===== config.mk =====
export PLATFORM = sky130hd
export DESIGN_NAME = operator_ctrl_top
export DESIGN_NICKNAME = d
export VERILOG_FILES = /design/src/opl3_ctrl_pkg.sv /design/src/op_slot_if.sv /design/src/op_result_if.sv /design/src/reg_bank_mem.sv /design/src/operator_regs.sv /design/src/slot_scheduler.sv /design/src/operator_links.sv /design/src/op_level_pipe.sv /design/src/operator_ctrl_top.sv
export SDC_FILE = /design/constraint.sdc
export NUM_CORES = 2
export LEC_CHECK = 0
export BUFFER_PORTS_ARGS = -buffer_cell sky130_fd_sc_hd__buf_2
export CAP_MARGIN = 10
export CORE_AREA = 2 2 286 288
export CTS_CLUSTER_DIAMETER = 150
export DETAILED_ROUTE_END_ITERATION = 10
export DIE_AREA = 0 0 288 290
export PLACE_DENSITY_LB_ADDON = 0.15
export SLEW_MARGIN = 40
export SYNTH_ARGS = -nofsm -noshare
export SYNTH_HDL_FRONTEND = slang
export SYNTH_SLANG_ARGS = --single-unit

===== constraint.sdc =====
create_clock -name clk -period 24.5 [get_ports clk]
set_input_delay 0 -clock clk [delete_from_list [all_inputs] [get_ports clk]]
set_output_delay 0 -clock clk [all_outputs]
set_load 0.02 [all_outputs]

===== src/opl3_ctrl_pkg.sv =====
// operator control package
// counts, widths, types and register map shared by the FM operator control block
package opl3_ctrl_pkg;

    localparam int NUM_BANKS        = 2;
    localparam int NUM_OPS_PER_BANK = 18;
    localparam int NUM_CHANNELS     = 9;   // channels per bank
    localparam int PIPELINE_DELAY   = 6;
    localparam int OP_OUT_WIDTH     = 13;

    // operator registers span 0x00-0x15 with two-offset gaps between groups
    localparam int OP_REG_DEPTH = 'h16;
    localparam int KON_BIT      = 5;   // key-on position in 0xB0-0xB8 data
    localparam int CNT_BIT      = 0;   // connection position in 0xC0-0xC8 data

    typedef logic [0:0] bank_num_t;
    typedef logic [4:0] op_num_t;
    typedef logic [3:0] chan_num_t;
    typedef logic [7:0] reg_addr_t;
    typedef logic [7:0] reg_data_t;
    typedef logic [3:0] mult_t;
    typedef logic [5:0] tl_t;
    typedef logic signed [OP_OUT_WIDTH-1:0] op_out_t;
    typedef logic [5:0] conn_sel_t;   // bits 0-2 bank 0, bits 3-5 bank 1

    typedef enum logic {
        SCHED_IDLE,
        SCHED_SWEEP
    } sched_state_t;

    // register base addresses
    localparam reg_addr_t MULT_BASE = 8'h20;
    localparam reg_addr_t TL_BASE   = 8'h40;
    localparam reg_addr_t KON_BASE  = 8'hB0;
    localparam reg_addr_t CNT_BASE  = 8'hC0;

endpackage


===== src/op_slot_if.sv =====
// slot issue bus
// carries the slot being issued and its register values into the pipeline
`timescale 1ns/1ps

interface op_slot_if;
    import opl3_ctrl_pkg::*;

    logic      valid;
    bank_num_t bank_num;
    op_num_t   op_num;
    mult_t     mult;
    tl_t       tl;
    logic      kon;
    op_out_t   modulation;

    modport sched (output valid, bank_num, op_num);

    modport regs (input bank_num, op_num, output mult, tl, kon);

    modport links (input valid, bank_num, op_num, output modulation);

    modport pipe (input valid, bank_num, op_num, mult, tl, kon, modulation);

endinterface


===== src/op_result_if.sv =====
// pipeline result bus
// one operator output per cycle, tagged with its slot
`timescale 1ns/1ps

interface op_result_if;
    import opl3_ctrl_pkg::*;

    logic      valid;
    bank_num_t bank_num;
    op_num_t   op_num;
    op_out_t   out;

    modport pipe (output valid, bank_num, op_num, out);

    modport links (input valid, bank_num, op_num, out);

endinterface


===== src/reg_bank_mem.sv =====
// two-bank register array
// synchronous write port, asynchronous read port, cleared on reset
`timescale 1ns/1ps

module reg_bank_mem #(
    parameter int DATA_WIDTH = 8,
    parameter int DEPTH      = 16
) (
    input  logic                        clk,
    input  logic                        rst,
    input  logic                        wr_en,
    input  opl3_ctrl_pkg::bank_num_t    wr_bank,
    input  logic [$clog2(DEPTH)-1:0]    wr_addr,
    input  logic [DATA_WIDTH-1:0]       wr_data,
    input  opl3_ctrl_pkg::bank_num_t    rd_bank,
    input  logic [$clog2(DEPTH)-1:0]    rd_addr,
    output logic [DATA_WIDTH-1:0]       rd_data
);
    import opl3_ctrl_pkg::*;

    logic [DATA_WIDTH-1:0] mem [NUM_BANKS][DEPTH];

    always_ff @(posedge clk) begin
        if (rst) begin
            mem <= '{default: '0};
        end else if (wr_en) begin
            mem[wr_bank][wr_addr] <= wr_data;
        end
    end

    // read is combinational, a write shows up the next cycle
    assign rd_data = mem[rd_bank][rd_addr];

endmodule


===== src/operator_regs.sv =====
// operator and channel register file
// decodes writes into mult/tl/kon/cnt memories and looks up the issued slot
`timescale 1ns/1ps

module operator_regs (
    input  logic                      clk,
    input  logic                      rst,
    input  logic                      reg_wr_valid,
    input  opl3_ctrl_pkg::bank_num_t  reg_wr_bank,
    input  opl3_ctrl_pkg::reg_addr_t  reg_wr_addr,
    input  opl3_ctrl_pkg::reg_data_t  reg_wr_data,
    input  opl3_ctrl_pkg::conn_sel_t  connection_sel,
    op_slot_if.regs                   slot,
    output logic                      cnt
);
    import opl3_ctrl_pkg::*;

    localparam int OP_AW = $clog2(OP_REG_DEPTH);

    reg_addr_t mult_off;
    reg_addr_t tl_off;
    reg_addr_t kon_off;
    reg_addr_t cnt_off;
    logic      mult_wr;
    logic      tl_wr;
    logic      kon_wr;
    logic      cnt_wr;

    logic [OP_AW-1:0] op_reg_off;
    logic [1:0]       op_mod3;     // position within a group of three
    logic [1:0]       op_group;    // 0: ops 0-5, 1: ops 6-11, 2: ops 12-17
    logic [2:0]       conn_idx;
    chan_num_t        base_chan;
    chan_num_t        kon_chan;

    // write decode
    always_comb begin
        mult_off = reg_wr_addr - MULT_BASE;
        tl_off   = reg_wr_addr - TL_BASE;
        kon_off  = reg_wr_addr - KON_BASE;
        cnt_off  = reg_wr_addr - CNT_BASE;
        mult_wr  = reg_wr_valid && reg_wr_addr >= MULT_BASE && mult_off < OP_REG_DEPTH;
        tl_wr    = reg_wr_valid && reg_wr_addr >= TL_BASE && tl_off < OP_REG_DEPTH;
        kon_wr   = reg_wr_valid && reg_wr_addr >= KON_BASE && kon_off < NUM_CHANNELS;
        cnt_wr   = reg_wr_valid && reg_wr_addr >= CNT_BASE && cnt_off < NUM_CHANNELS;
    end

    // slot to register offset and channel
    always_comb begin
        op_mod3 = 2'(slot.op_num % 3);
        if (slot.op_num < 6) begin
            op_group   = 2'd0;
            op_reg_off = OP_AW'(slot.op_num);
        end else if (slot.op_num < 12) begin
            op_group   = 2'd1;
            op_reg_off = OP_AW'(slot.op_num + 2);
        end else begin
            op_group   = 2'd2;
            op_reg_off = OP_AW'(slot.op_num + 4);
        end
        base_chan = 4'd3 * op_group + op_mod3;
        conn_idx  = 3'(op_mod3) + (slot.bank_num[0] ? 3'd3 : 3'd0);
        // 4-op pair: ops 6-11 follow kon of channel 0-2
        if (op_group == 2'd1 && connection_sel[conn_idx])
            kon_chan = chan_num_t'(op_mod3);
        else
            kon_chan = base_chan;
    end

    reg_bank_mem #(.DATA_WIDTH($bits(mult_t)), .DEPTH(OP_REG_DEPTH)) u_mult_mem (
        .clk, .rst,
        .wr_en(mult_wr), .wr_bank(reg_wr_bank), .wr_addr(mult_off[OP_AW-1:0]),
        .wr_data(reg_wr_data[$bits(mult_t)-1:0]),
        .rd_bank(slot.bank_num), .rd_addr(op_reg_off), .rd_data(slot.mult)
    );

    reg_bank_mem #(.DATA_WIDTH($bits(tl_t)), .DEPTH(OP_REG_DEPTH)) u_tl_mem (
        .clk, .rst,
        .wr_en(tl_wr), .wr_bank(reg_wr_bank), .wr_addr(tl_off[OP_AW-1:0]),
        .wr_data(reg_wr_data[$bits(tl_t)-1:0]),
        .rd_bank(slot.bank_num), .rd_addr(op_reg_off), .rd_data(slot.tl)
    );

    reg_bank_mem #(.DATA_WIDTH(1), .DEPTH(NUM_CHANNELS)) u_kon_mem (
        .clk, .rst,
        .wr_en(kon_wr), .wr_bank(reg_wr_bank), .wr_addr(kon_off[$bits(chan_num_t)-1:0]),
        .wr_data(reg_wr_data[KON_BIT]),
        .rd_bank(slot.bank_num), .rd_addr(kon_chan), .rd_data(slot.kon)
    );

    reg_bank_mem #(.DATA_WIDTH(1), .DEPTH(NUM_CHANNELS)) u_cnt_mem (
        .clk, .rst,
        .wr_en(cnt_wr), .wr_bank(reg_wr_bank), .wr_addr(cnt_off[$bits(chan_num_t)-1:0]),
        .wr_data(reg_wr_data[CNT_BIT]),
        .rd_bank(slot.bank_num), .rd_addr(base_chan), .rd_data(cnt)   // always base channel
    );

endmodule


===== src/slot_scheduler.sv =====
// slot scheduler
// one sweep of all operator slots per sample enable, one slot per cycle
`timescale 1ns/1ps

module slot_scheduler #(
    parameter int NUM_OPS_PER_BANK = opl3_ctrl_pkg::NUM_OPS_PER_BANK
) (
    input  logic     clk,
    input  logic     rst,
    input  logic     sample_clk_en,
    op_slot_if.sched slot
);
    import opl3_ctrl_pkg::*;

    localparam int NUM_SLOTS = NUM_BANKS * NUM_OPS_PER_BANK;
    localparam int CNT_W     = $clog2(NUM_SLOTS);

    sched_state_t     state;
    logic [CNT_W-1:0] slot_cnt;

    always_ff @(posedge clk) begin
        if (rst) begin
            state    <= SCHED_IDLE;
            slot_cnt <= '0;
        end else begin
            case (state)
                SCHED_IDLE: begin
                    slot_cnt <= '0;
                    if (sample_clk_en)
                        state <= SCHED_SWEEP;
                end
                SCHED_SWEEP: begin
                    if (slot_cnt == CNT_W'(NUM_SLOTS - 1))
                        state <= SCHED_IDLE;   // sample_clk_en ignored until here
                    else
                        slot_cnt <= slot_cnt + 1'b1;
                end
                default: state <= SCHED_IDLE;
            endcase
        end
    end

    // bank 0 ops first, then bank 1
    always_comb begin
        slot.valid = state == SCHED_SWEEP;
        if (slot_cnt >= CNT_W'(NUM_OPS_PER_BANK)) begin
            slot.bank_num = bank_num_t'(1);
            slot.op_num   = op_num_t'(slot_cnt - CNT_W'(NUM_OPS_PER_BANK));
        end else begin
            slot.bank_num = bank_num_t'(0);
            slot.op_num   = op_num_t'(slot_cnt);
        end
    end

endmodule


===== src/operator_links.sv =====
// operator links
// output store, modulation routing from op-3, output capture and sweep done
`timescale 1ns/1ps

module operator_links #(
    parameter int NUM_OPS_PER_BANK = opl3_ctrl_pkg::NUM_OPS_PER_BANK,
    parameter int PIPELINE_DELAY   = opl3_ctrl_pkg::PIPELINE_DELAY
) (
    input  logic                      clk,
    input  logic                      rst,
    op_slot_if.links                  slot,
    input  logic                      cnt,
    input  opl3_ctrl_pkg::conn_sel_t  connection_sel,
    op_result_if.links                result,
    output opl3_ctrl_pkg::op_out_t    operator_out [opl3_ctrl_pkg::NUM_BANKS][NUM_OPS_PER_BANK],
    output logic                      ops_done
);
    import opl3_ctrl_pkg::*;

    localparam int DRAIN_W = $clog2(PIPELINE_DELAY + 1);

    op_out_t            out_store [NUM_BANKS][NUM_OPS_PER_BANK];
    op_num_t            src_op;
    logic [2:0]         conn_idx;
    logic               take_mod;
    logic               last_issue;
    logic [DRAIN_W-1:0] drain_cnt;   // cycles until the last slot's result lands

    // modulation from op-3, result of previous sweep
    always_comb begin
        src_op   = (slot.op_num >= 3) ? op_num_t'(slot.op_num - 3) : '0;
        conn_idx = 3'(slot.op_num - 6) + (slot.bank_num[0] ? 3'd3 : 3'd0);
        if (slot.op_num % 6 >= 3)
            take_mod = !cnt;   // second op of a pair
        else if (slot.op_num >= 6 && slot.op_num < 9)
            take_mod = connection_sel[conn_idx] && !cnt;
        else
            take_mod = 1'b0;
        slot.modulation = take_mod ? out_store[slot.bank_num][src_op] : '0;
    end

    // store doubles as the captured output array
    always_ff @(posedge clk) begin
        if (rst) begin
            out_store <= '{default: '0};
        end else if (result.valid) begin
            out_store[result.bank_num][result.op_num] <= result.out;
        end
    end

    assign operator_out = out_store;

    assign last_issue = slot.valid
                     && slot.bank_num == bank_num_t'(NUM_BANKS - 1)
                     && slot.op_num == op_num_t'(NUM_OPS_PER_BANK - 1);

    // done the cycle after the final result, when result valid falls
    always_ff @(posedge clk) begin
        if (rst) begin
            drain_cnt <= '0;
            ops_done  <= 1'b0;
        end else begin
            ops_done <= drain_cnt == DRAIN_W'(1) && result.valid;
            if (last_issue)
                drain_cnt <= DRAIN_W'(PIPELINE_DELAY);
            else if (drain_cnt != '0)
                drain_cnt <= drain_cnt - 1'b1;
        end
    end

endmodule


===== src/op_level_pipe.sv =====
// operator level pipeline
// out = kon ? modulation + (63 - tl) * mult : 0, fixed latency
`timescale 1ns/1ps

module op_level_pipe #(
    parameter int PIPELINE_DELAY = opl3_ctrl_pkg::PIPELINE_DELAY
) (
    input  logic       clk,
    input  logic       rst,
    op_slot_if.pipe    slot,
    op_result_if.pipe  result
);
    import opl3_ctrl_pkg::*;

    localparam int LEVEL_W = $bits(tl_t) + $bits(mult_t);
    localparam int TAIL    = PIPELINE_DELAY - 3;   // stage 4 onwards

    logic [PIPELINE_DELAY-1:0] valid_sr;
    bank_num_t                 bank_sr [PIPELINE_DELAY];
    op_num_t                   op_sr   [PIPELINE_DELAY];

    tl_t                s1_att;
    mult_t              s1_mult;
    op_out_t            s1_mod;
    logic               s1_kon;
    logic [LEVEL_W-1:0] s2_level;
    op_out_t            s2_mod;
    logic               s2_kon;
    op_out_t            s3_sum;
    logic               s3_kon;
    op_out_t            tail [TAIL];

    // slot tags
    always_ff @(posedge clk) begin
        if (rst)
            valid_sr <= '0;
        else
            valid_sr <= {valid_sr[PIPELINE_DELAY-2:0], slot.valid};
    end

    always_ff @(posedge clk) begin
        bank_sr[0] <= slot.bank_num;
        op_sr[0]   <= slot.op_num;
        for (int i = 1; i < PIPELINE_DELAY; i++) begin
            bank_sr[i] <= bank_sr[i-1];
            op_sr[i]   <= op_sr[i-1];
        end
    end

    // datapath
    always_ff @(posedge clk) begin
        s1_att   <= 6'd63 - slot.tl;   // attenuation to level
        s1_mult  <= slot.mult;
        s1_mod   <= slot.modulation;
        s1_kon   <= slot.kon;
        s2_level <= s1_att * s1_mult;
        s2_mod   <= s1_mod;
        s2_kon   <= s1_kon;
        s3_sum   <= s2_mod + op_out_t'(s2_level);
        s3_kon   <= s2_kon;
        tail[0]  <= s3_kon ? s3_sum : '0;   // key off silences
        for (int i = 1; i < TAIL; i++)
            tail[i] <= tail[i-1];
    end

    assign result.valid    = valid_sr[PIPELINE_DELAY-1];
    assign result.bank_num = bank_sr[PIPELINE_DELAY-1];
    assign result.op_num   = op_sr[PIPELINE_DELAY-1];
    assign result.out      = tail[TAIL-1];

endmodule


===== src/operator_ctrl_top.sv =====
// operator control block top level
// time-shares one operator pipeline across 2 banks of 18 slots
`timescale 1ns/1ps

module operator_ctrl_top #(
    parameter int NUM_OPS_PER_BANK = opl3_ctrl_pkg::NUM_OPS_PER_BANK,
    parameter int PIPELINE_DELAY   = opl3_ctrl_pkg::PIPELINE_DELAY
) (
    input  logic                      clk,
    input  logic                      rst,
    input  logic                      sample_clk_en,
    input  logic                      reg_wr_valid,
    input  opl3_ctrl_pkg::bank_num_t  reg_wr_bank,
    input  opl3_ctrl_pkg::reg_addr_t  reg_wr_addr,
    input  opl3_ctrl_pkg::reg_data_t  reg_wr_data,
    input  opl3_ctrl_pkg::conn_sel_t  connection_sel,
    output opl3_ctrl_pkg::op_out_t    operator_out [opl3_ctrl_pkg::NUM_BANKS][NUM_OPS_PER_BANK],
    output logic                      ops_done
);

    logic cnt;   // channel connection of the issued slot

    op_slot_if   slot_bus ();
    op_result_if result_bus ();

    slot_scheduler #(
        .NUM_OPS_PER_BANK(NUM_OPS_PER_BANK)
    ) u_sched (
        .clk,
        .rst,
        .sample_clk_en,
        .slot(slot_bus)
    );

    operator_regs u_regs (
        .clk,
        .rst,
        .reg_wr_valid,
        .reg_wr_bank,
        .reg_wr_addr,
        .reg_wr_data,
        .connection_sel,
        .slot(slot_bus),
        .cnt
    );

    operator_links #(
        .NUM_OPS_PER_BANK(NUM_OPS_PER_BANK),
        .PIPELINE_DELAY(PIPELINE_DELAY)
    ) u_links (
        .clk,
        .rst,
        .slot(slot_bus),
        .cnt,
        .connection_sel,
        .result(result_bus),
        .operator_out,
        .ops_done
    );

    op_level_pipe #(
        .PIPELINE_DELAY(PIPELINE_DELAY)
    ) u_pipe (
        .clk,
        .rst,
        .slot(slot_bus),
        .result(result_bus)
    );

endmodule


Word level (Yosys, flattened, before mapping)
Memory sizes are Yosys's and may differ from the RTL's.
Cells that the tools add are included.
{"block": "totals", "reg_bits": 1023, "latchBits": 0, "mem_bits_rw": 75, "mem_bits_ro": 0, "inputBits": 27, "out_inout_bits": 469, "wordCells": 355, "memories": 3}
{"memory": "u_pipe.tail", "depth": 3, "width": 13, "read_ports": 3, "rd_clocked_by_memory_dff": 0, "write_ports": 3, "line": "op_level_pipe.sv:31", "source": "op_out_t tail [TAIL];"}
{"memory": "u_pipe.op_sr", "depth": 6, "width": 5, "read_ports": 6, "rd_clocked_by_memory_dff": 0, "write_ports": 6, "line": "op_level_pipe.sv:20", "source": "op_num_t op_sr [PIPELINE_DELAY];"}
{"memory": "u_pipe.bank_sr", "depth": 6, "width": 1, "read_ports": 6, "rd_clocked_by_memory_dff": 0, "write_ports": 6, "line": "op_level_pipe.sv:19", "source": "bank_num_t bank_sr [PIPELINE_DELAY];"}
{"block": "classes", "n_addsub": 16, "n_mul": 2, "div_mod_pow": 2, "order_cmp": 36, "eq_ne": 5, "shifts": 0, "mux": 78, "n_bitwise": 13, "n_reduce_logical": 25}
{"cell": "two-way mux 234 bit", "n": 4}
{"cell": "two-way mux 132 bit", "n": 4}
{"cell": "bitwise mux 468 bit", "n": 1}
{"cell": "two-way mux 88 bit", "n": 4}
{"cell": "bitwise mux 264 bit", "n": 1}
{"cell": "demux 234 bit (select 1 bit)", "n": 1}
{"cell": "bitwise mux 176 bit", "n": 1}
{"cell": "demux 132 bit (select 1 bit)", "n": 1}
{"cell": "demux 88 bit (select 1 bit)", "n": 1}
{"cell": "two-way mux 9 bit", "n": 8}
{"cell": "binary-select mux 13 bit (select 5 bit)", "n": 1}
{"cell": "demux 13 bit (select 5 bit)", "n": 1}
{"cell": "two-way mux 13 bit", "n": 4}
{"cell": "bitwise mux 18 bit", "n": 2}
{"cell": "greater-or-equal comparator 32 x 2 -> 1 bit, second input constant", "n": 1}
{"cell": "modulo 5 x 2 -> 32 bit, second input constant", "n": 1}
{"cell": "modulo 5 x 3 -> 32 bit, second input constant", "n": 1}
{"cell": "binary-select mux 6 bit (select 5 bit)", "n": 1}
{"cell": "demux 6 bit (select 5 bit)", "n": 1}
{"cell": "greater-or-equal comparator 6 bit, second input constant", "n": 5}
{"cell": "NOT 5 -> 6 bit", "n": 5}
{"cell": "two-way mux 6 bit", "n": 4}
{"cell": "logical AND 1 bit", "n": 21}
{"cell": "binary-select mux 4 bit (select 5 bit)", "n": 1}
{"cell": "57 further kinds", "n": 102}

Longest topological paths before layout
{"block": "logic_depth", "word_depth": 15, "ltp_mapped": 33, "mapped_depth_nobuf": 29}

Cells and area by module
Synthesis repeated with hierarchy kept, for this count alone.
{"block": "unflattened", "hier_cells": 5697, "hier_area_um2": 49728.9}
{"module": "operator_links", "instances": 1, "cells_per_inst": 2640, "area_per_inst_um2": 21301.7, "seq_area_each_um2": 9449.1}
{"module": "reg_bank_mem at u_regs.u_tl_mem", "instances": 1, "cells_per_inst": 1374, "area_per_inst_um2": 12260.5, "seq_area_each_um2": 5285.1}
{"module": "reg_bank_mem at u_regs.u_mult_mem", "instances": 1, "cells_per_inst": 908, "area_per_inst_um2": 8210.4, "seq_area_each_um2": 3523.4}
{"module": "op_level_pipe", "instances": 1, "cells_per_inst": 336, "area_per_inst_um2": 4302.9, "seq_area_each_um2": 2862.7}
{"module": "reg_bank_mem at u_regs.u_cnt_mem ...", "instances": 2, "cells_per_inst": 118, "area_per_inst_um2": 1024.7, "seq_area_each_um2": 360.3}
{"module": "operator_regs", "instances": 1, "cells_per_inst": 152, "area_per_inst_um2": 1149.9, "seq_area_each_um2": 0.0}
{"module": "slot_scheduler", "instances": 1, "cells_per_inst": 51, "area_per_inst_um2": 454.2, "seq_area_each_um2": 140.1}

Worst setup path after synthesis
Ideal clock, no wire load.
{"block": "synth_timing", "path_kind": "reg2reg", "start": "register u_sched.slot_cnt[0]", "end": "register u_pipe.s1_mod[2]", "setup_time_ps": 80, "arrival_ps": 7753, "t_required_ps": 24420, "slack_ps": 16667, "path_stages_with_launch": 33, "n_path_buf": 5, "synth_period_minus_slack_ps": 7833, "cell_sequence": "dfxtp_1 clkinv_1 clkbuf_1 clkbuf_1 ha_1 o41ai_4 o211ai_2 buf_2 ha_1 or2_2 clkbuf_1 ha_1 a31o_1 a2111o_1 xnor2_2 ha_1 or2_2 nor2_1 a22oi_4 mux2i_2 inv_1 ha_1 ha_1 fa_1 nand2b_1 a211oi_1 a2111oi_0 a22oi_1 o221ai_1 nor3_2 clkbuf_1 nand4_1 o211ai_1"}
{"block": "synth_between", "elab_chain_len": 15, "elab_cells_between_ends": 43, "cone_classes": "add/sub (5); mul (1); div (2); order compare (7); mux (22); bitwise (3); reduce/logical (3)"}
{"element": "start, declared", "line": "slot_scheduler.sv:19", "source": "logic [CNT_W-1:0] slot_cnt;"}
{"element": "start signal, assigned", "line": "slot_scheduler.sv:36", "source": "slot_cnt <= slot_cnt + 1'b1;"}
{"element": "subtractor 5 bit or greater-or-equal comparator 6 x 5 -> 1 bit (tied branches)", "line": "slot_scheduler.sv:48, slot_scheduler.sv:46"}
{"element": "two-way mux 5 bit *", "line": "slot_scheduler.sv:46", "source": "if (slot_cnt >= CNT_W'(NUM_OPS_PER_BANK)) begin"}
{"element": "named net slot_bus.op_num[2]", "line": "op_slot_if.sv:10", "source": "op_num_t op_num;"}
{"element": "parallel branches: the longest is 13 deep, another holds modulo 5 x 2 -> 32 bit"}
{"element": "end signal, assigned", "line": "op_level_pipe.sv:54", "source": "s1_mod <= slot.modulation;"}
{"element": "end, declared", "line": "op_level_pipe.sv:24", "source": "op_out_t s1_mod;"}
Mark *: on every way through the listed nets, which the timed path passes. The select of a mux whose other input is x is not followed.
A chain may end at the register's enable or synchronous reset.

Worst setup path in the final report
{"block": "layout_timing", "start": "register u_sched.slot_cnt[1]", "end": "register u_pipe.s1_mod[3]"}
The elaborated chain is that of the path after synthesis.

==> reports/metrics.sh <==
SYN2LAYOUT_AREA_GROWTH_PCT=14.12
ASYNCSETRESETFLOPFRACSYNTH_PCT=0
CTS-ROOT-TO-SINK-BUFFERS=3
POST-SYNTH-TOP-AREA-CELL='dfxtp_1'
CRITPATHLAUNCHTYPE='register'
SYN-INSTANCE-COUNT=5660
DIE-WIDTH_UM=288
CTS_NUM_SINKS=1098
TRITONCTS.NUM_BUFFERS=112
DETAIL_ROUTE.DRC_VIOLATIONS=0
SWITCHINGPOWER_mW=0.8194
YOSYS_WARNINGS=0
YS_SEQ_ELEMENTS=1098
DR_TOTAL_VIAS=43840
DRT_ITER0_DRC=5129
STATUS='completed'
PIN_COUNT_OF_THE_BIGGEST_NET_ENTERING_GLOBAL_ROUTING=200
NUMBER_OF_ENABLE_TYPE_REGISTER_CELLS_IN_THE_SYNTHESIZED_NETLIST=0
SHARE_SEQ_OF_TOTAL_POWER_PCT=48.6
POST-DP-HPWL_UM=112300
DRT_PRE_ANTENNA_ITERS=7
DIE_HEIGHT_UM=290
PIN_COUNT=496
RSZ0062_AT_GRT='false'
LARGEST_DRIVER_FANOUT_ON_THE_CRITICAL_PATH=19
GRT_FIRST_PASS_WIRELENGTH_UM=250600
FINAL_AREA_UM2=54560
REPORT.FINAL.SLEW_VIOL_COUNT=0
WORSTMARGINPINSLEW_PS=950.9
QUANTITY_OF_GATES_RESIZED_FOLLOWING_CTS=0
FINALWEIGHTEDCONGESTION=0.9815
DIE_OUTLINE_AREA_UM2=83520
TOTAL_POWER_mW=3.678
HOLD_PATH.STARTPOINT='reg_wr_data[5]'
TIMING.CRITICAL_PATH.SLOWEST_CELL_DELAY_PS=820
PLACEMENT.SETUP.WORST_SLACK_PS=15440
NET_COUNT_AFTER_SYNTHESIS=5750
CRITPATHARRIVALTIME_PS=9580
FINCLKSKEW_PS=23.15
IR_DROP_mV=0.06325
SYNTH_TOP_CELL_AREA_SHARE_PCT=45.98
DRV.MAX_CAP_VIOLATION_COUNT=0
WP_DATA_REQUIRED_PS=25090
REPORT.FINAL.SETUP_VIOL=0
SYNTH_CELL_TYPE_COUNT=97
R2R_START='u_sched.slot_cnt[1]'
DPL-INSTANCE-AREA_UM2=50400
YS_DOMINANT_REG_CELL='dfxtp_1'
CTS_ROOT_BUFFER='clkbuf_16'
HOLD_VIOL=0
NUMPORTBUFFERS=493
POSTROUTEANTENNANETS=0
FINAL.PERIOD_UTILIZATION_PCT=36.69
FINALCOREUTILIZATION_PCT=68.07
HOLD-WORST-SLACK_PS=51.39
STDCELL_COUNT=7007
FINALSETUPTNS_PS=0
CRIT_PATH_START='u_sched.slot_cnt[1]'
CP_SLOWEST_CELL='dfxtp_1'
TIMING.FINAL.CRIT_PERIOD_PS=8989
GRT.TOTAL_USAGE_PCT=38.82
POST-ROUTE-WORST-SETUP-SLACK_PS=15510
POWER.LEAKAGE_nW=20.93
TOP_ACHIEVABLE_CLOCK_SPEED_GHz=0.1112
FIRST_GLOBAL_VIAS=40160
CRIT_TOP_CELL='ha_1'
POWER.DENSITY_CELL_AREA_nW_PER_UM2=67.41
PLACE_INST=6778
GRT_ANTENNA_BEFORE_REPAIR=2
CTS.CLK_SLEW.WORST_PATHS_PS=60
P_SW_SHARE_PCT=22.28
POST_DRT_WL_PER_CELL_UM=24.10
CLOCK_TREE_FROM_TRITONCTS='done'
HTREE_NUM_LEVELS=3
SLEW-LIMIT-HEADROOM_PCT=36.61
WORSTHOLDPATHTYPE='primary input to register'
DESIGN.FINAL.NETS=5942
GRT.OVERFLOW.TOTAL=0
SYNTH_AREA_PER_CELL_UM2=8.447
INTERNAL-POWER_mW=2.859
SETUP.WORST_PATH.CLASS='register to register'
COMBINATIONALPOWERSHARE_PCT=2.9
FP.COREAREA_UM2=80160
PWR-SHARE-CLK_PCT=48.5
NUM-FILL-CELLS=6587
ROUTE.FINAL.WIRE_LENGTH_UM=168900
FLOORPLAN.INITIALDENSITY_PCT=59.65
ROWS=104
POST_SYNTH_MAIN_AREA_CONTRIBUTORS='dfxtp_1, nand2_1, mux2i_1'
CLOCK_LATENCY_ON_THE_WORST_SKEW_PAIR_PS=690
DRIVE_ABOVE_1_SHARE_PCT=16.04
SYNTH_SEQ_AREA_SHARE_PCT=45.98
DETAIL_ROUTE.VIAS_PER_CELL=6.257
CRITICAL_PATH.ENDPOINT_TYPE='register'
NETLIST_AREA_UM2=47810
ANTENNADIODECOUNT=0
[state kept, by name, indices dropped and copies added (netlist names), 13 cells and up]
| name | count |
|---|---|
| u_pipe.s2_mod | 13 |
| u_regs.u_mult_mem.mem | 176 |
| u_regs.u_tl_mem.mem | 264 |
| u_regs.u_kon_mem.mem | 18 |
| u_pipe.op_sr | 30 |
| u_pipe.tail | 39 |
| u_links.operator_out | 468 |
| u_pipe.s1_mod | 13 |
| u_pipe.s3_sum | 13 |
| u_regs.u_cnt_mem.mem | 18 |
[power by group through the flow]
stage	clock network (mW)	registers [mW]	logic (mW)
2_1_floorplan	0	1.83	0.0691
3_3_place_gp	0	1.83	0.0972
3_5_place_dp	0	1.83	0.0985
4_1_cts	1.78	1.79	0.101
5_1_grt	1.86	1.79	0.111
6_report	1.78	1.79	0.105
[placed cells by master, fill, tap and decap left out, drive strengths merged, types with 8 or more instances in the layout]
cell type	synthesis	routed
nand2	1329	1329
dfxtp	1098	1098
a21oi	720	720
buf	76	549
nor2	463	463
mux2i	362	362
o21ai	282	282
clkbuf	412	165
nand3	113	113
o221ai	111	111
mux4	108	108
o22ai	66	66
inv	58	63
ha	52	52
and3	38	38
a211oi	33	33
and2	30	30
nand4	29	29
nor3	29	29
o22a	26	26
clkinv	2	25
xnor2	20	20
o211ai	18	18
dlygate4sd3	0	17
a31oi	16	16
nand2b	15	15
nor2b	14	14
fa	11	11
bufinv	0	10
or3	9	9
o211a	8	8
or2	8	8
[final cells by class]
type	instances	area (um^2)	share of cell area, %
flip-flops and latches	1098	22030	40.37
inverters	60	229.0	0.4196
well taps	1060	1326	2.431
repair buffers	566	3213	5.889
clock inverters	44	520.5	0.9539
multi-input cells	4014	23910	43.82
clock buffers	165	3338	6.118
[routing by layer]
layer  up-vias  share of wire (%)  track usage [%]
met3       578                 12            10.00
met5         -              0.015                0
met2      2496                 45            59.87
li1      19948                  -                -
met4         4                7.1            24.24
met1     20814                 36            48.46
[worst max-delay path: cells and delay by family, from the launching register on]
family / cells / cell delay, ps
buffers and inverters: 2 / 320
adders and majority gates: 7 / 2320
muxes: 1 / 360
xor gates and xnor gates: 1 / 160
AOI/OAI and AO/OA: 11 / 2930
and+or+nand+nor: 6 / 1980
DFF: 1 / 820
[repair_timing]
| action | 4_1_cts | 5_1_grt |
|---|---|---|
| hold endpoints to repair | 173 | 0 |
| hold buffers | 17 | 0 |
| endpoints found under the setup margin | 0 | 0 |
| setup buffers | 0 | 0 |
[cell families after synthesis]
kind of cell             Yosys count  share of synthesized area (%)
multiplexers                     471                          12.70
AO/OA/AOI/OAI                   1353                          16.52
buffers and inverters            548                          4.548
adder cells (fa/ha/maj)           63                          1.821
XOR/XNOR                          23                         0.4371
flip-flops                      1098                          45.98
AND/OR/NAND/NOR                 2104                          18.00
[worst paths after layout]
check	to	slack [ps]	cells after the start
max	u_pipe.s1_mod[3]	15510	28
min	u_regs.u_tl_mem.mem[29]	50	4
max reg2reg	u_pipe.s1_mod[3]	15510	28
min reg2reg	u_pipe.op_sr[4][0]	320	0
[synthesized netlist by cell type (9+ instances only)]
library cell  number
o211ai_1          17
clkbuf_1         412
ha_1              52
dfxtp_1         1098
nor3_1            24
o21ai_1           17
xnor2_1           19
o22a_1            26
a211oi_1          33
mux2i_1          361
o21ai_0          264
nor2b_1           14
nand3_1          113
o22ai_1           66
mux4_2           108
buf_2             36
a31oi_1           14
buf_4              9
fa_1              11
and2_1            29
o221ai_1         111
a21oi_1          719
inv_1             54
nand2_1         1327
nor2_1           461
buf_1             26
nand4_1           29
and3_1            38
nand2b_1          15
Power figures use the tool's default switching activity.
